## config.mk

```make
export PLATFORM = sky130hd
export DESIGN_NAME = channel_top
export DESIGN_NICKNAME = d
export VERILOG_FILES = /design/src/gps_pkg.sv /design/src/seek_if.sv /design/src/acq_search.sv /design/src/channel_top.sv /design/src/code_gen.sv /design/src/correlator.sv /design/src/power_unit.sv
export SDC_FILE = /design/constraint.sdc
export NUM_CORES = 2
export LEC_CHECK = 0
export ABC_CLOCK_PERIOD_IN_PS = 16450
export BUFFER_PORTS_ARGS = -buffer_cell sky130_fd_sc_hd__buf_2
export CAP_MARGIN = 40
export CORE_UTILIZATION = 69
export CTS_BUF_LIST = sky130_fd_sc_hd__clkbuf_16
export DETAILED_ROUTE_END_ITERATION = 6
export PLACE_DENSITY = 0.92
export SETUP_SLACK_MARGIN = 0.5
export SLEW_MARGIN = 20
export SYNTH_ARGS = -nofsm -noshare
export SYNTH_HDL_FRONTEND = slang
export SYNTH_HIERARCHICAL = 1
export SYNTH_SLANG_ARGS = --single-unit
export TNS_END_PERCENT = 100
```

## constraint.sdc

```tcl
create_clock -name clk -period 16.45 [get_ports clk]
set_input_delay 0.8225 -clock clk [delete_from_list [all_inputs] [get_ports clk]]
set_output_delay 0.8225 -clock clk [all_outputs]
set_load 0.1 [all_outputs]
```

## src/gps_pkg.sv

```systemverilog
package gps_pkg;

   // Sample, accumulator, power and code shift widths.
   localparam int SAMPLE_W = 4;
   localparam int ACC_W    = 16;
   localparam int POW_W    = 32;
   localparam int CS_W     = 10;

   // Chips per C/A code period.
   localparam int CODE_LEN = 1023;

   typedef enum logic {
      MODE_TRACK = 1'b0,
      MODE_ACQ   = 1'b1
   } mode_e;

   // G2 phase selector taps, 1-based stage numbers.
   // Row index is the PRN minus one.
   localparam int g2_taps [0:7][0:1] = '{
      '{2, 6},
      '{3, 7},
      '{4, 8},
      '{5, 9},
      '{1, 9},
      '{2, 10},
      '{1, 8},
      '{2, 9}
   };

   // One full set of early, prompt and late accumulations.
   typedef struct packed {
      logic signed [ACC_W-1:0] e_i;
      logic signed [ACC_W-1:0] e_q;
      logic signed [ACC_W-1:0] p_i;
      logic signed [ACC_W-1:0] p_q;
      logic signed [ACC_W-1:0] l_i;
      logic signed [ACC_W-1:0] l_q;
   } acc_t;

endpackage

```

## src/seek_if.sv

```systemverilog
`timescale 1ns/10ps

interface seek_if;

   logic                       seek_en;
   logic [gps_pkg::CS_W-1:0]   seek_target;
   logic                       seeking;
   logic                       target_reached;

   modport requester (
      output seek_en,
      output seek_target,
      input  seeking,
      input  target_reached
   );

   modport target (
      input  seek_en,
      input  seek_target,
      output seeking,
      output target_reached
   );

endinterface

```

## src/acq_search.sv

```systemverilog
`timescale 1ns/10ps

module acq_search #(
   parameter int ACQ_SPAN = 8
) (
   input  logic                      clk,
   input  logic                      i_rst,
   input  gps_pkg::mode_e            i_mode,
   input  logic                      i_acq_start,
   input  logic                      i_power_valid,
   input  logic [gps_pkg::POW_W-1:0] i_pow_p,
   seek_if.requester                 seek,
   output logic                      o_acq_done,
   output logic [gps_pkg::POW_W-1:0] o_peak_pow,
   output logic [gps_pkg::CS_W-1:0]  o_peak_shift
);

   typedef enum logic [2:0] {
      S_IDLE,
      S_SEEK,
      S_INTEGRATE,
      S_COMPARE,
      S_DONE
   } state_e;

   state_e               state;
   gps_pkg::mode_e       mode_q;
   logic                 start;

   // Entering acquisition mode starts a sweep.
   assign start = i_acq_start ||
                  (i_mode == gps_pkg::MODE_ACQ && mode_q != gps_pkg::MODE_ACQ);

   always_ff @(posedge clk) begin
      if (i_rst) begin
         state            <= S_IDLE;
         mode_q           <= gps_pkg::MODE_TRACK;
         seek.seek_en     <= 1'b0;
         seek.seek_target <= '0;
         o_acq_done       <= 1'b0;
         o_peak_pow       <= '0;
         o_peak_shift     <= '0;
      end else begin
         mode_q     <= i_mode;
         o_acq_done <= 1'b0;
         if (start) begin
            state            <= S_SEEK;
            seek.seek_en     <= 1'b0;
            seek.seek_target <= '0;
            o_peak_pow       <= '0;
            o_peak_shift     <= '0;
         end else begin
            case (state)
               S_SEEK: begin
                  seek.seek_en <= 1'b1;
                  if (seek.target_reached) begin
                     seek.seek_en <= 1'b0;
                     state        <= S_INTEGRATE;
                  end
               end
               S_INTEGRATE:
                  if (i_power_valid)
                     state <= S_COMPARE;
               S_COMPARE: begin
                  // Strict compare keeps the first shift on a tie.
                  if (i_pow_p > o_peak_pow) begin
                     o_peak_pow   <= i_pow_p;
                     o_peak_shift <= seek.seek_target;
                  end
                  if (seek.seek_target == gps_pkg::CS_W'(ACQ_SPAN - 1)) begin
                     state <= S_DONE;
                  end else begin
                     seek.seek_target <= seek.seek_target + 1'b1;
                     state            <= S_SEEK;
                  end
               end
               S_DONE: begin
                  o_acq_done <= 1'b1;
                  state      <= S_IDLE;
               end
               default: state <= S_IDLE;
            endcase
         end
      end
   end

endmodule

```

## src/channel_top.sv

```systemverilog
`timescale 1ns/10ps

module channel_top #(
   parameter int INT_LEN  = 16,
   parameter int ACQ_SPAN = 8
) (
   input  logic                                clk,
   input  logic                                i_rst,
   input  gps_pkg::mode_e                      i_mode,
   input  logic [2:0]                          i_prn,
   input  logic                                i_sample_req,
   input  logic signed [gps_pkg::SAMPLE_W-1:0] i_sample_i,
   input  logic signed [gps_pkg::SAMPLE_W-1:0] i_sample_q,
   output logic                                o_sample_ack,
   input  logic                                i_seek_en,
   input  logic [gps_pkg::CS_W-1:0]            i_seek_target,
   output logic                                o_seeking,
   input  logic                                i_acq_start,
   output logic                                o_power_valid,
   output logic [gps_pkg::POW_W-1:0]           o_pow_e,
   output logic [gps_pkg::POW_W-1:0]           o_pow_p,
   output logic [gps_pkg::POW_W-1:0]           o_pow_l,
   output logic [gps_pkg::CS_W-1:0]            o_code_shift,
   output logic                                o_acq_done,
   output logic [gps_pkg::POW_W-1:0]           o_peak_pow,
   output logic [gps_pkg::CS_W-1:0]            o_peak_shift
);

   seek_if acq_sk ();
   seek_if cg_sk ();

   logic          acq_mode;
   logic          consume;
   logic          accept_ok;
   logic          chip_e;
   logic          chip_p;
   logic          chip_l;
   logic          acc_done;
   logic          busy;
   gps_pkg::acc_t acc;

   // Seek request comes from the host in track mode.
   assign acq_mode              = (i_mode == gps_pkg::MODE_ACQ);
   assign cg_sk.seek_en         = acq_mode ? acq_sk.seek_en : i_seek_en;
   assign cg_sk.seek_target     = acq_mode ? acq_sk.seek_target : i_seek_target;
   assign acq_sk.seeking        = acq_mode && cg_sk.seeking;
   assign acq_sk.target_reached = acq_mode && cg_sk.target_reached;
   assign o_seeking             = cg_sk.seeking;

   // Back-pressure while seeking, squaring or before the accumulator clear.
   assign accept_ok = !cg_sk.seeking && !busy && !acc_done;
   assign consume   = i_sample_req && !o_sample_ack && accept_ok;

   always_ff @(posedge clk) begin
      if (i_rst) begin
         o_sample_ack <= 1'b0;
      end else begin
         o_sample_ack <= i_sample_req && (o_sample_ack || accept_ok);
      end
   end

   code_gen u_code_gen (
      .clk          (clk),
      .i_rst        (i_rst),
      .i_prn        (i_prn),
      .i_step       (consume),
      .seek         (cg_sk.target),
      .o_chip_e     (chip_e),
      .o_chip_p     (chip_p),
      .o_chip_l     (chip_l),
      .o_code_shift (o_code_shift)
   );

   correlator #(.INT_LEN(INT_LEN)) u_correlator (
      .clk        (clk),
      .i_rst      (i_rst),
      .i_consume  (consume),
      .i_sample_i (i_sample_i),
      .i_sample_q (i_sample_q),
      .i_chip_e   (chip_e),
      .i_chip_p   (chip_p),
      .i_chip_l   (chip_l),
      .o_acc      (acc),
      .o_acc_done (acc_done)
   );

   power_unit u_power_unit (
      .clk           (clk),
      .i_rst         (i_rst),
      .i_acc_done    (acc_done),
      .i_acc         (acc),
      .o_busy        (busy),
      .o_power_valid (o_power_valid),
      .o_pow_e       (o_pow_e),
      .o_pow_p       (o_pow_p),
      .o_pow_l       (o_pow_l)
   );

   acq_search #(.ACQ_SPAN(ACQ_SPAN)) u_acq_search (
      .clk           (clk),
      .i_rst         (i_rst),
      .i_mode        (i_mode),
      .i_acq_start   (i_acq_start),
      .i_power_valid (o_power_valid),
      .i_pow_p       (o_pow_p),
      .seek          (acq_sk.requester),
      .o_acq_done    (o_acq_done),
      .o_peak_pow    (o_peak_pow),
      .o_peak_shift  (o_peak_shift)
   );

endmodule

```

## src/code_gen.sv

```systemverilog
`timescale 1ns/10ps

module code_gen (
   input  logic                     clk,
   input  logic                     i_rst,
   input  logic [2:0]               i_prn,
   input  logic                     i_step,
   seek_if.target                   seek,
   output logic                     o_chip_e,
   output logic                     o_chip_p,
   output logic                     o_chip_l,
   output logic [gps_pkg::CS_W-1:0] o_code_shift
);

   logic [10:1]               g1;
   logic [10:1]               g2;
   logic                      gen_chip;
   logic                      chip_p;
   logic                      chip_l;
   logic [gps_pkg::CS_W-1:0]  remain;
   logic                      seek_done;
   logic                      seek_start;
   logic                      advance;

   // Generator sits one chip ahead of prompt, so it is the early chip.
   assign gen_chip = g1[10] ^ g2[gps_pkg::g2_taps[i_prn][0]] ^ g2[gps_pkg::g2_taps[i_prn][1]];

   assign seek_start = seek.seek_en && !seek.seeking && !seek_done;
   assign advance    = seek.seeking || i_step;

   always_ff @(posedge clk) begin
      if (i_rst) begin
         g1                  <= '0;
         g2                  <= '0;
         chip_p              <= 1'b0;
         chip_l              <= 1'b0;
         remain              <= '0;
         seek_done           <= 1'b0;
         seek.seeking        <= 1'b0;
         seek.target_reached <= 1'b0;
         o_code_shift        <= '0;
      end else begin
         seek.target_reached <= 1'b0;
         if (!seek.seek_en)
            seek_done <= 1'b0;
         if (seek_start) begin
            // Reload to code phase zero, then skip target+1 chips.
            g1           <= '1;
            g2           <= '1;
            chip_p       <= 1'b0;
            chip_l       <= 1'b0;
            remain       <= seek.seek_target;
            seek.seeking <= 1'b1;
         end else if (advance) begin
            g1     <= {g1[9:1], g1[3] ^ g1[10]};
            g2     <= {g2[9:1], g2[2] ^ g2[3] ^ g2[6] ^ g2[8] ^ g2[9] ^ g2[10]};
            chip_p <= gen_chip;
            chip_l <= chip_p;
            if (seek.seeking) begin
               if (remain == '0) begin
                  seek.seeking        <= 1'b0;
                  seek.target_reached <= 1'b1;
                  seek_done           <= 1'b1;
                  o_code_shift        <= seek.seek_target;
               end else begin
                  remain <= remain - 1'b1;
               end
            end else if (o_code_shift == gps_pkg::CS_W'(gps_pkg::CODE_LEN - 1)) begin
               o_code_shift <= '0;
            end else begin
               o_code_shift <= o_code_shift + 1'b1;
            end
         end
      end
   end

   assign o_chip_e = gen_chip;
   assign o_chip_p = chip_p;
   assign o_chip_l = chip_l;

endmodule

```

## src/correlator.sv

```systemverilog
`timescale 1ns/10ps

module correlator #(
   parameter int INT_LEN = 16
) (
   input  logic                                clk,
   input  logic                                i_rst,
   input  logic                                i_consume,
   input  logic signed [gps_pkg::SAMPLE_W-1:0] i_sample_i,
   input  logic signed [gps_pkg::SAMPLE_W-1:0] i_sample_q,
   input  logic                                i_chip_e,
   input  logic                                i_chip_p,
   input  logic                                i_chip_l,
   output gps_pkg::acc_t                       o_acc,
   output logic                                o_acc_done
);

   localparam int CNT_W = $clog2(INT_LEN + 1);

   logic                                upd;
   logic signed [gps_pkg::SAMPLE_W-1:0] s_i;
   logic signed [gps_pkg::SAMPLE_W-1:0] s_q;
   logic                                c_e;
   logic                                c_p;
   logic                                c_l;
   logic [CNT_W-1:0]                    cnt;

   // Add on a one chip, subtract on a zero chip.
   function automatic logic signed [gps_pkg::ACC_W-1:0] mac(
      input logic signed [gps_pkg::ACC_W-1:0]    acc,
      input logic signed [gps_pkg::SAMPLE_W-1:0] s,
      input logic                                chip
   );
      logic signed [gps_pkg::ACC_W-1:0] ext;
      ext = gps_pkg::ACC_W'(s);
      return chip ? acc + ext : acc - ext;
   endfunction

   always_ff @(posedge clk) begin
      if (i_rst) begin
         upd <= 1'b0;
         s_i <= '0;
         s_q <= '0;
         c_e <= 1'b0;
         c_p <= 1'b0;
         c_l <= 1'b0;
      end else begin
         upd <= i_consume;
         if (i_consume) begin
            s_i <= i_sample_i;
            s_q <= i_sample_q;
            c_e <= i_chip_e;
            c_p <= i_chip_p;
            c_l <= i_chip_l;
         end
      end
   end

   always_ff @(posedge clk) begin
      if (i_rst) begin
         o_acc      <= '0;
         cnt        <= '0;
         o_acc_done <= 1'b0;
      end else begin
         o_acc_done <= 1'b0;
         if (o_acc_done) begin
            o_acc <= '0;
         end else if (upd) begin
            o_acc.e_i <= mac(o_acc.e_i, s_i, c_e);
            o_acc.e_q <= mac(o_acc.e_q, s_q, c_e);
            o_acc.p_i <= mac(o_acc.p_i, s_i, c_p);
            o_acc.p_q <= mac(o_acc.p_q, s_q, c_p);
            o_acc.l_i <= mac(o_acc.l_i, s_i, c_l);
            o_acc.l_q <= mac(o_acc.l_q, s_q, c_l);
            if (cnt == CNT_W'(INT_LEN - 1)) begin
               cnt        <= '0;
               o_acc_done <= 1'b1;
            end else begin
               cnt <= cnt + 1'b1;
            end
         end
      end
   end

endmodule

```

## src/power_unit.sv

```systemverilog
`timescale 1ns/10ps

module power_unit (
   input  logic                      clk,
   input  logic                      i_rst,
   input  logic                      i_acc_done,
   input  gps_pkg::acc_t             i_acc,
   output logic                      o_busy,
   output logic                      o_power_valid,
   output logic [gps_pkg::POW_W-1:0] o_pow_e,
   output logic [gps_pkg::POW_W-1:0] o_pow_p,
   output logic [gps_pkg::POW_W-1:0] o_pow_l
);

   localparam int MAG_W = gps_pkg::ACC_W;

   logic [MAG_W-1:0]          mag [0:5];
   logic [2:0]                cnt;
   logic [1:0]                sel;
   logic                      issue;
   logic [MAG_W-1:0]          mux_i;
   logic [MAG_W-1:0]          mux_q;
   logic [gps_pkg::POW_W-1:0] sq_i;
   logic [gps_pkg::POW_W-1:0] sq_q;
   logic [gps_pkg::POW_W-1:0] sum;
   logic                      st1_v;
   logic                      st2_v;
   logic [1:0]                st1_sel;
   logic [1:0]                st2_sel;

   function automatic logic [MAG_W-1:0] mag_of(input logic signed [MAG_W-1:0] v);
      return v[MAG_W-1] ? MAG_W'(-v) : MAG_W'(v);
   endfunction

   // One square issued every other cycle.
   assign issue = o_busy && cnt[0] && (sel != 2'd3);

   assign mux_i = (sel == 2'd0) ? mag[0] : (sel == 2'd1) ? mag[2] : mag[4];
   assign mux_q = (sel == 2'd0) ? mag[1] : (sel == 2'd1) ? mag[3] : mag[5];

   always_ff @(posedge clk) begin
      if (i_rst) begin
         for (int k = 0; k < 6; k++)
            mag[k] <= '0;
         sq_i <= '0;
         sq_q <= '0;
         sum  <= '0;
      end else begin
         if (i_acc_done) begin
            mag[0] <= mag_of(i_acc.e_i);
            mag[1] <= mag_of(i_acc.e_q);
            mag[2] <= mag_of(i_acc.p_i);
            mag[3] <= mag_of(i_acc.p_q);
            mag[4] <= mag_of(i_acc.l_i);
            mag[5] <= mag_of(i_acc.l_q);
         end
         sq_i <= mux_i * mux_i;
         sq_q <= mux_q * mux_q;
         sum  <= sq_i + sq_q;
      end
   end

   always_ff @(posedge clk) begin
      if (i_rst) begin
         o_busy        <= 1'b0;
         cnt           <= '0;
         sel           <= '0;
         st1_v         <= 1'b0;
         st2_v         <= 1'b0;
         st1_sel       <= '0;
         st2_sel       <= '0;
         o_power_valid <= 1'b0;
         o_pow_e       <= '0;
         o_pow_p       <= '0;
         o_pow_l       <= '0;
      end else begin
         st1_v         <= issue;
         st1_sel       <= sel;
         st2_v         <= st1_v;
         st2_sel       <= st1_sel;
         o_power_valid <= 1'b0;
         if (i_acc_done) begin
            o_busy <= 1'b1;
            cnt    <= 3'd1;
            sel    <= '0;
         end else if (o_busy) begin
            cnt <= cnt + 1'b1;
            if (issue)
               sel <= sel + 1'b1;
         end
         // Sum is two cycles behind the mux select.
         if (st2_v) begin
            case (st2_sel)
               2'd0:    o_pow_e <= sum;
               2'd1:    o_pow_p <= sum;
               default: begin
                  o_pow_l       <= sum;
                  o_power_valid <= 1'b1;
                  o_busy        <= 1'b0;
               end
            endcase
         end
      end
   end

endmodule

```

# Yosys cells after proc, flatten, opt, wreduce, memory -nomap -nowiden
# Memories as Yosys holds them, arrays and structs flattened.
# Cells that the tools add are included.
# totals
regBits,423
mem_count,2
elab_cells,236
out_inout_bits,152
in_bits,27
ramBits,96
latch_bits,0
romBits,512
# mem_list
name,words,word_bits,rd,rd_clocked_by_memory_dff,wr,line_no,rtl
(name not given),8,64,1,0,0,code_gen.sv:26,assign gen_chip = g1[10] ^ g2[gps_pkg::g2_taps[i_prn][0]] ^ g2[gps_pkg::g2_taps[i_prn][1]];
u_power_unit.mag,6,16,6,0,6,power_unit.sv:17,logic [MAG_W-1:0] mag [0:5];
# op_classes
n_addsub,25
muxes,73
bitwise_logic,24
shifts,0
div_mod_pow,0
eq_ne,16
reduce_logical,43
multipliers,2
order_cmp,4
# op_table
operator,n
$mux W16,22
$mux W64,2
$mux W10,12
$add A16 B4 Y16,6
$neg A16 Y16,6
$sub A16 B4 Y16,6
$lt A32 B6 Y1 const B,2
$mul A16 B16 Y32,2
$add A32 B32 Y32,1
$gt A32 B32 Y1,1
$mux W1,30
$add A10 B1 Y10 const B,2
$reduce_and A2 Y1,9
$logic_and A1 B1 Y1,11
$eq A10 B10 Y1 const B,1
$eq A10 B3 Y1 const B,1
$logic_not A10 Y1,1
$reduce_or A2 Y1,5
$sub A10 B1 Y10 const B,1
$mux W3,3
$not A1 Y1,9
$pmux W3 S3,1
$bmux W1 S4,2
$ne A2 B2 Y1 const B,4
22 further kinds,47

# Longest topological paths before layout
# logic_depth
ltp_word,9
mapped_depth,31
mapped_depth_nobuf,28

# Cells and area by module
# Netlist, hierarchy kept.
# modules_own_cells
module,cells_per_inst,area_each_um2,n_inst,seq_area_each_um2
power_unit,2995,27062.2,1,6906.6
correlator,1041,8608.3,1,2282.2
acq_search,373,3200.6,1,1161.1
code_gen,303,2387.3,1,900.9
channel_top,20,202.7,1,20.0

# Worst setup path before layout
# Ideal clock, no wire load.
# synth_path
path_type,flip-flop to flip-flop
from,register u_power_unit.sel[1]
to,register u_power_unit/sq_q[30] (netlist name)
arrival_ns,7.270
setup_time_ns,0.121
slack_ns,9.059
period_less_slack_ns,7.391
required_time_ns,16.329
stages_incl_launch_ff,31
path_buffers,4
path_cell_list,dfxtp_1 inv_1 ha_1 buf_2 buf_2 buf_2 mux2i_1 o21ai_0 clkbuf_1 nand2_1 fa_1 inv_1 ha_1 or2_2 fa_1 inv_1 fa_1 inv_1 fa_1 inv_1 fa_1 inv_1 ha_1 and4_1 o21a_1 a2111oi_2 o31ai_1 a21oi_1 o21ai_1 a41oi_1 mux2_2
# synth_between
elab_chain_len,4
elab_cells_between_ends,5
classes_between,1 x mul; 1 x eq/ne; 2 x mux; 1 x reduce/logical
# synth_lines
element,line_no,rtl
"start, declared",power_unit.sv:19,logic [1:0] sel;
"start signal, assigned",power_unit.sv:89,sel <= sel + 1'b1;
$eq A2 B1 Y1,power_unit.sv:39,assign mux_q = (sel == 2'd0) ? mag[1] : (sel == 2'd1) ? mag[3] : mag[5];
$mux W16,power_unit.sv:39,
$mux W16 *,power_unit.sv:39,
$mul A16 B16 Y32 *,power_unit.sv:58,sq_q <= mux_q * mux_q;
"end signal, assigned",power_unit.sv:58,
"end, declared",power_unit.sv:24,logic [gps_pkg::POW_W-1:0] sq_q;
# Mark *: on every way between the ends. The rest lies on a longest branch, timed or not.
# A chain may end at the register's enable or synchronous reset.

# Worst setup path after layout
# Same ends and word-level chain as after synthesis.

==> impl_metrics.py <==
metrics = {
    "outcome": {
        "outcome": "finished with violations",
        "violations_in_the_final_reports": "DRC",
    },
    "routing": {
        "dr.pass1.iters": 7,
        "postRouteWirelength_um": 108000,
        "via_count": 34910,
        "drc_errors": 50,
        "drt_first_iter_violations": 3592,
        "detail_route.wl_per_cell_um": 19.13,
        "ant_nets": 0,
        "route.detailed.vias_per_inst": 6.187,
    },
    "synth": {
        "synth_nets": 5455,
        "synth_warnings": 6,
        "synthesis.area_mm2": 0.04145,
        "synth_area_per_cell_um2": 8.762,
        "post_synth_inst_count": 4731,
    },
    "timing": {
        "timing.final.ws_setup_ns": 8.227,
        "slew_violations": 0,
        "rsz0062_at_grt": "false",
        "timing.final.hold_violations": 0,
        "worst-slew-pin-transition_ns": 0.8616,
        "finalWorstPathRequiredPeriod_ns": 8.223,
        "final.setup_skew_ns": 0.03054,
        "max_clock_freq_ghz": 0.1216,
        "final_min_period_over_clock_period": 0.4999,
        "timing.max_slew.rel_slack": 0.4256,
        "report.final.setup_viol": 0,
        "setup_total_negative_slack_ns": 0,
    },
    "cts": {
        "clock_insertion_delay_worst_skew_ns": 0.61,
        "cts_num_sinks": 515,
        "tritoncts": "built",
        "max-clock-path-buffers": 3,
        "post-cts-setup-buffer-count": 0,
        "root_buf_cell": "clkbuf_16",
        "post_cts_resize_count": 0,
        "cts-buffers-inserted": 54,
        "cts-hold-fix-buffers": 0,
        "clk_pin_slew_ns": 0.06,
        "cts.htree.levels": 2,
    },
    "final_layout": {
        "antennaDiodeCount": 0,
        "layout-area-overhead-vs-synth_pct": 8.170,
        "final_layout_size_suffix_gt1_frac": 0.07864,
        "postLayoutCoreUtil": 0.7569,
        "num-nets-final": 5548,
        "layout.cell_area.non_filler_mm2": 0.04484,
        "multi_input_comb_area_mm2": 0.02728,
        "area.sequential_mm2": 0.01127,
        "num-fill-cells": 3856,
    },
    "pwr": {
        "power.share.sequential": 0.323,
        "power_frac_clock": 0.267,
        "total_leakage_power_nw": 20.91,
        "p_comb_frac": 0.410,
        "p_sw_mw": 1.825,
        "p_per_area_mw_per_mm2": 105.1,
        "power.share.switching": 0.3873,
        "vdd_ir_drop_max_v": 0.00009253,
        "power.internal_mw": 2.888,
    },
    "global_route": {
        "grt_max_degree": 97,
        "groute.usage.overall": 0.3467,
        "grt_first_pass_wirelength_um": 170800,
        "overflow_left_after_global_routing": 0,
        "number_of_global_route_vias_before_repair": 34170,
        "grt_antenna_before_repair": 1,
    },
    "placement": {
        "placed_area_mm2": 0.04287,
        "gpl.final_weighted_congestion": 0.9822,
        "post_place_worst_slack_ns": 8.413,
        "io_buffers": 178,
        "place.detailed.hpwl_um": 80140,
    },
    "critical_path": {
        "worstPathMaxFanout": 32,
        "worst-endpoint-required_ns": 16.94,
        "worst_ep_arrival_time_ns": 8.72,
        "criticalPathCategory": "reg2reg",
        "endpoint_kind": "register",
        "kind_of_start_point_of_the_critical_path": "register",
    },
    "floorplan": {
        "die_h_um": 247.1,
        "num_rows": 89,
        "starting_density": 0.6998,
        "horizontal_die_dimension_um": 247.1,
        "top_level_ports": 179,
        "core_mm2": 0.05924,
        "dieArea_mm2": 0.06106,
    },
    "hold_path": {
        "holdCritPathClass": "reg2reg",
    },
    "run": {
        "maxCapViolations": 0,
    },
}
==> cell type report <==
class	count	share of cell area
clock buffers	54	0.03013
clock inverters	48	0.01063
inverters	576	0.04822
repair buffers	221	0.02966
well taps	773	0.02157
multi-input cells	3456	0.6084
flip-flops and latches	515	0.2514
==> placed cells by master (no fill, tap or decap), types with 24 or more instances in the layout <==
cell type,n
nand2_1,616
inv_1,570
nor2_1,489
dfxtp_1,418
ha_1,365
fa_1,330
a21oi_1,260
buf_2,178
mux2i_1,153
o21ai_0,143
xor2_1,140
xnor2_1,110
edfxtp_1,96
a21o_1,92
nand3_1,69
clkbuf_16,54
nor3_1,48
o21a_1,42
o31ai_1,40
nor2b_1,39
a31oi_1,37
a211oi_1,35
nand4_1,34
a22o_1,33
buf_4,32
or3_1,28
nand2b_1,25
o21bai_1,25
nor4_1,24
==> sequential cells by signal, indices dropped and copies added (netlist names), 10 cells and up <==
name and flops:
u_power_unit/o_pow_p 32, u_code_gen/remain 10, u_power_unit/sum 32, u_power_unit/o_pow_l 32, u_code_gen/g1 10, u_acq_search/o_peak_shift 10
u_power_unit/sq_i 31, u_acq_search/o_peak_pow 32, u_code_gen/o_code_shift 10, u_acq_search/seek.seek_target 10, u_power_unit/sq_q 31, u_code_gen/g2 10
u_correlator/o_acc 96, u_power_unit/o_pow_e 32, u_power_unit/mag 96
==> metrics by stage <==
step	power (mW)	hold WS, ns	cells
floorplan	2.953	0.4013	4731
global placement	3.330	0.4192	5528
detailed placement	3.409	0.4175	5534
CTS	4.667	0.4303	5636
global route	4.987	0.4435	5643
finish	4.713	0.4322	5643
==> path summary, 6_finish.rpt <==
kind | slack [ns] | cells after the start | end | start
max | 8.23 | 26 | u_power_unit/sq_q[30] | u_power_unit/sel[1]
min | 0.43 | 1 | u_power_unit/st2_v | u_power_unit/st1_v
max reg2reg | 8.23 | 26 | u_power_unit/sq_q[30] | u_power_unit/sel[1]
min reg2reg | 0.43 | 1 | u_power_unit/st2_v | u_power_unit/st1_v
==> power groups by stage <==
stage | clock network [mW] | logic [mW] | registers [mW]
global placement | 0 | 1.79 | 1.54
CTS | 1.26 | 1.89 | 1.52
global route | 1.32 | 2.14 | 1.53
floorplan | 0 | 1.45 | 1.50
detailed placement | 0 | 1.87 | 1.54
finish | 1.26 | 1.93 | 1.52
==> routing by layer <==
layer  track usage  share of wire  vias up
li1              -              -    16020
met5             0        0.00013        -
met3       0.05644          0.089      412
met4        0.1601          0.047        2
met1        0.4339           0.38    16590
met2        0.5854           0.48     1893
==> critical path, stage by stage, from the launching register on <==
cell and delay, ns:
dfxtp_1 0.33, inv_1 0.11, ha_2 0.17, buf_4 0.45, mux2i_1 0.14, o21ai_1 0.64
clkinv_1 0.48, nor2_1 0.30, inv_1 0.09, fa_1 0.48, inv_1 0.04, ha_1 0.20
fa_1 0.40, fa_1 0.52, fa_1 0.57, inv_1 0.05, fa_1 0.47, inv_1 0.04
ha_1 0.32, and4_1 0.24, o21a_1 0.14, a2111oi_2 0.61, o31ai_1 0.24, a21oi_1 0.31
o21ai_1 0.11, a41oi_1 0.27, mux2_2 0.36
Power figures use the tool's default switching activity.
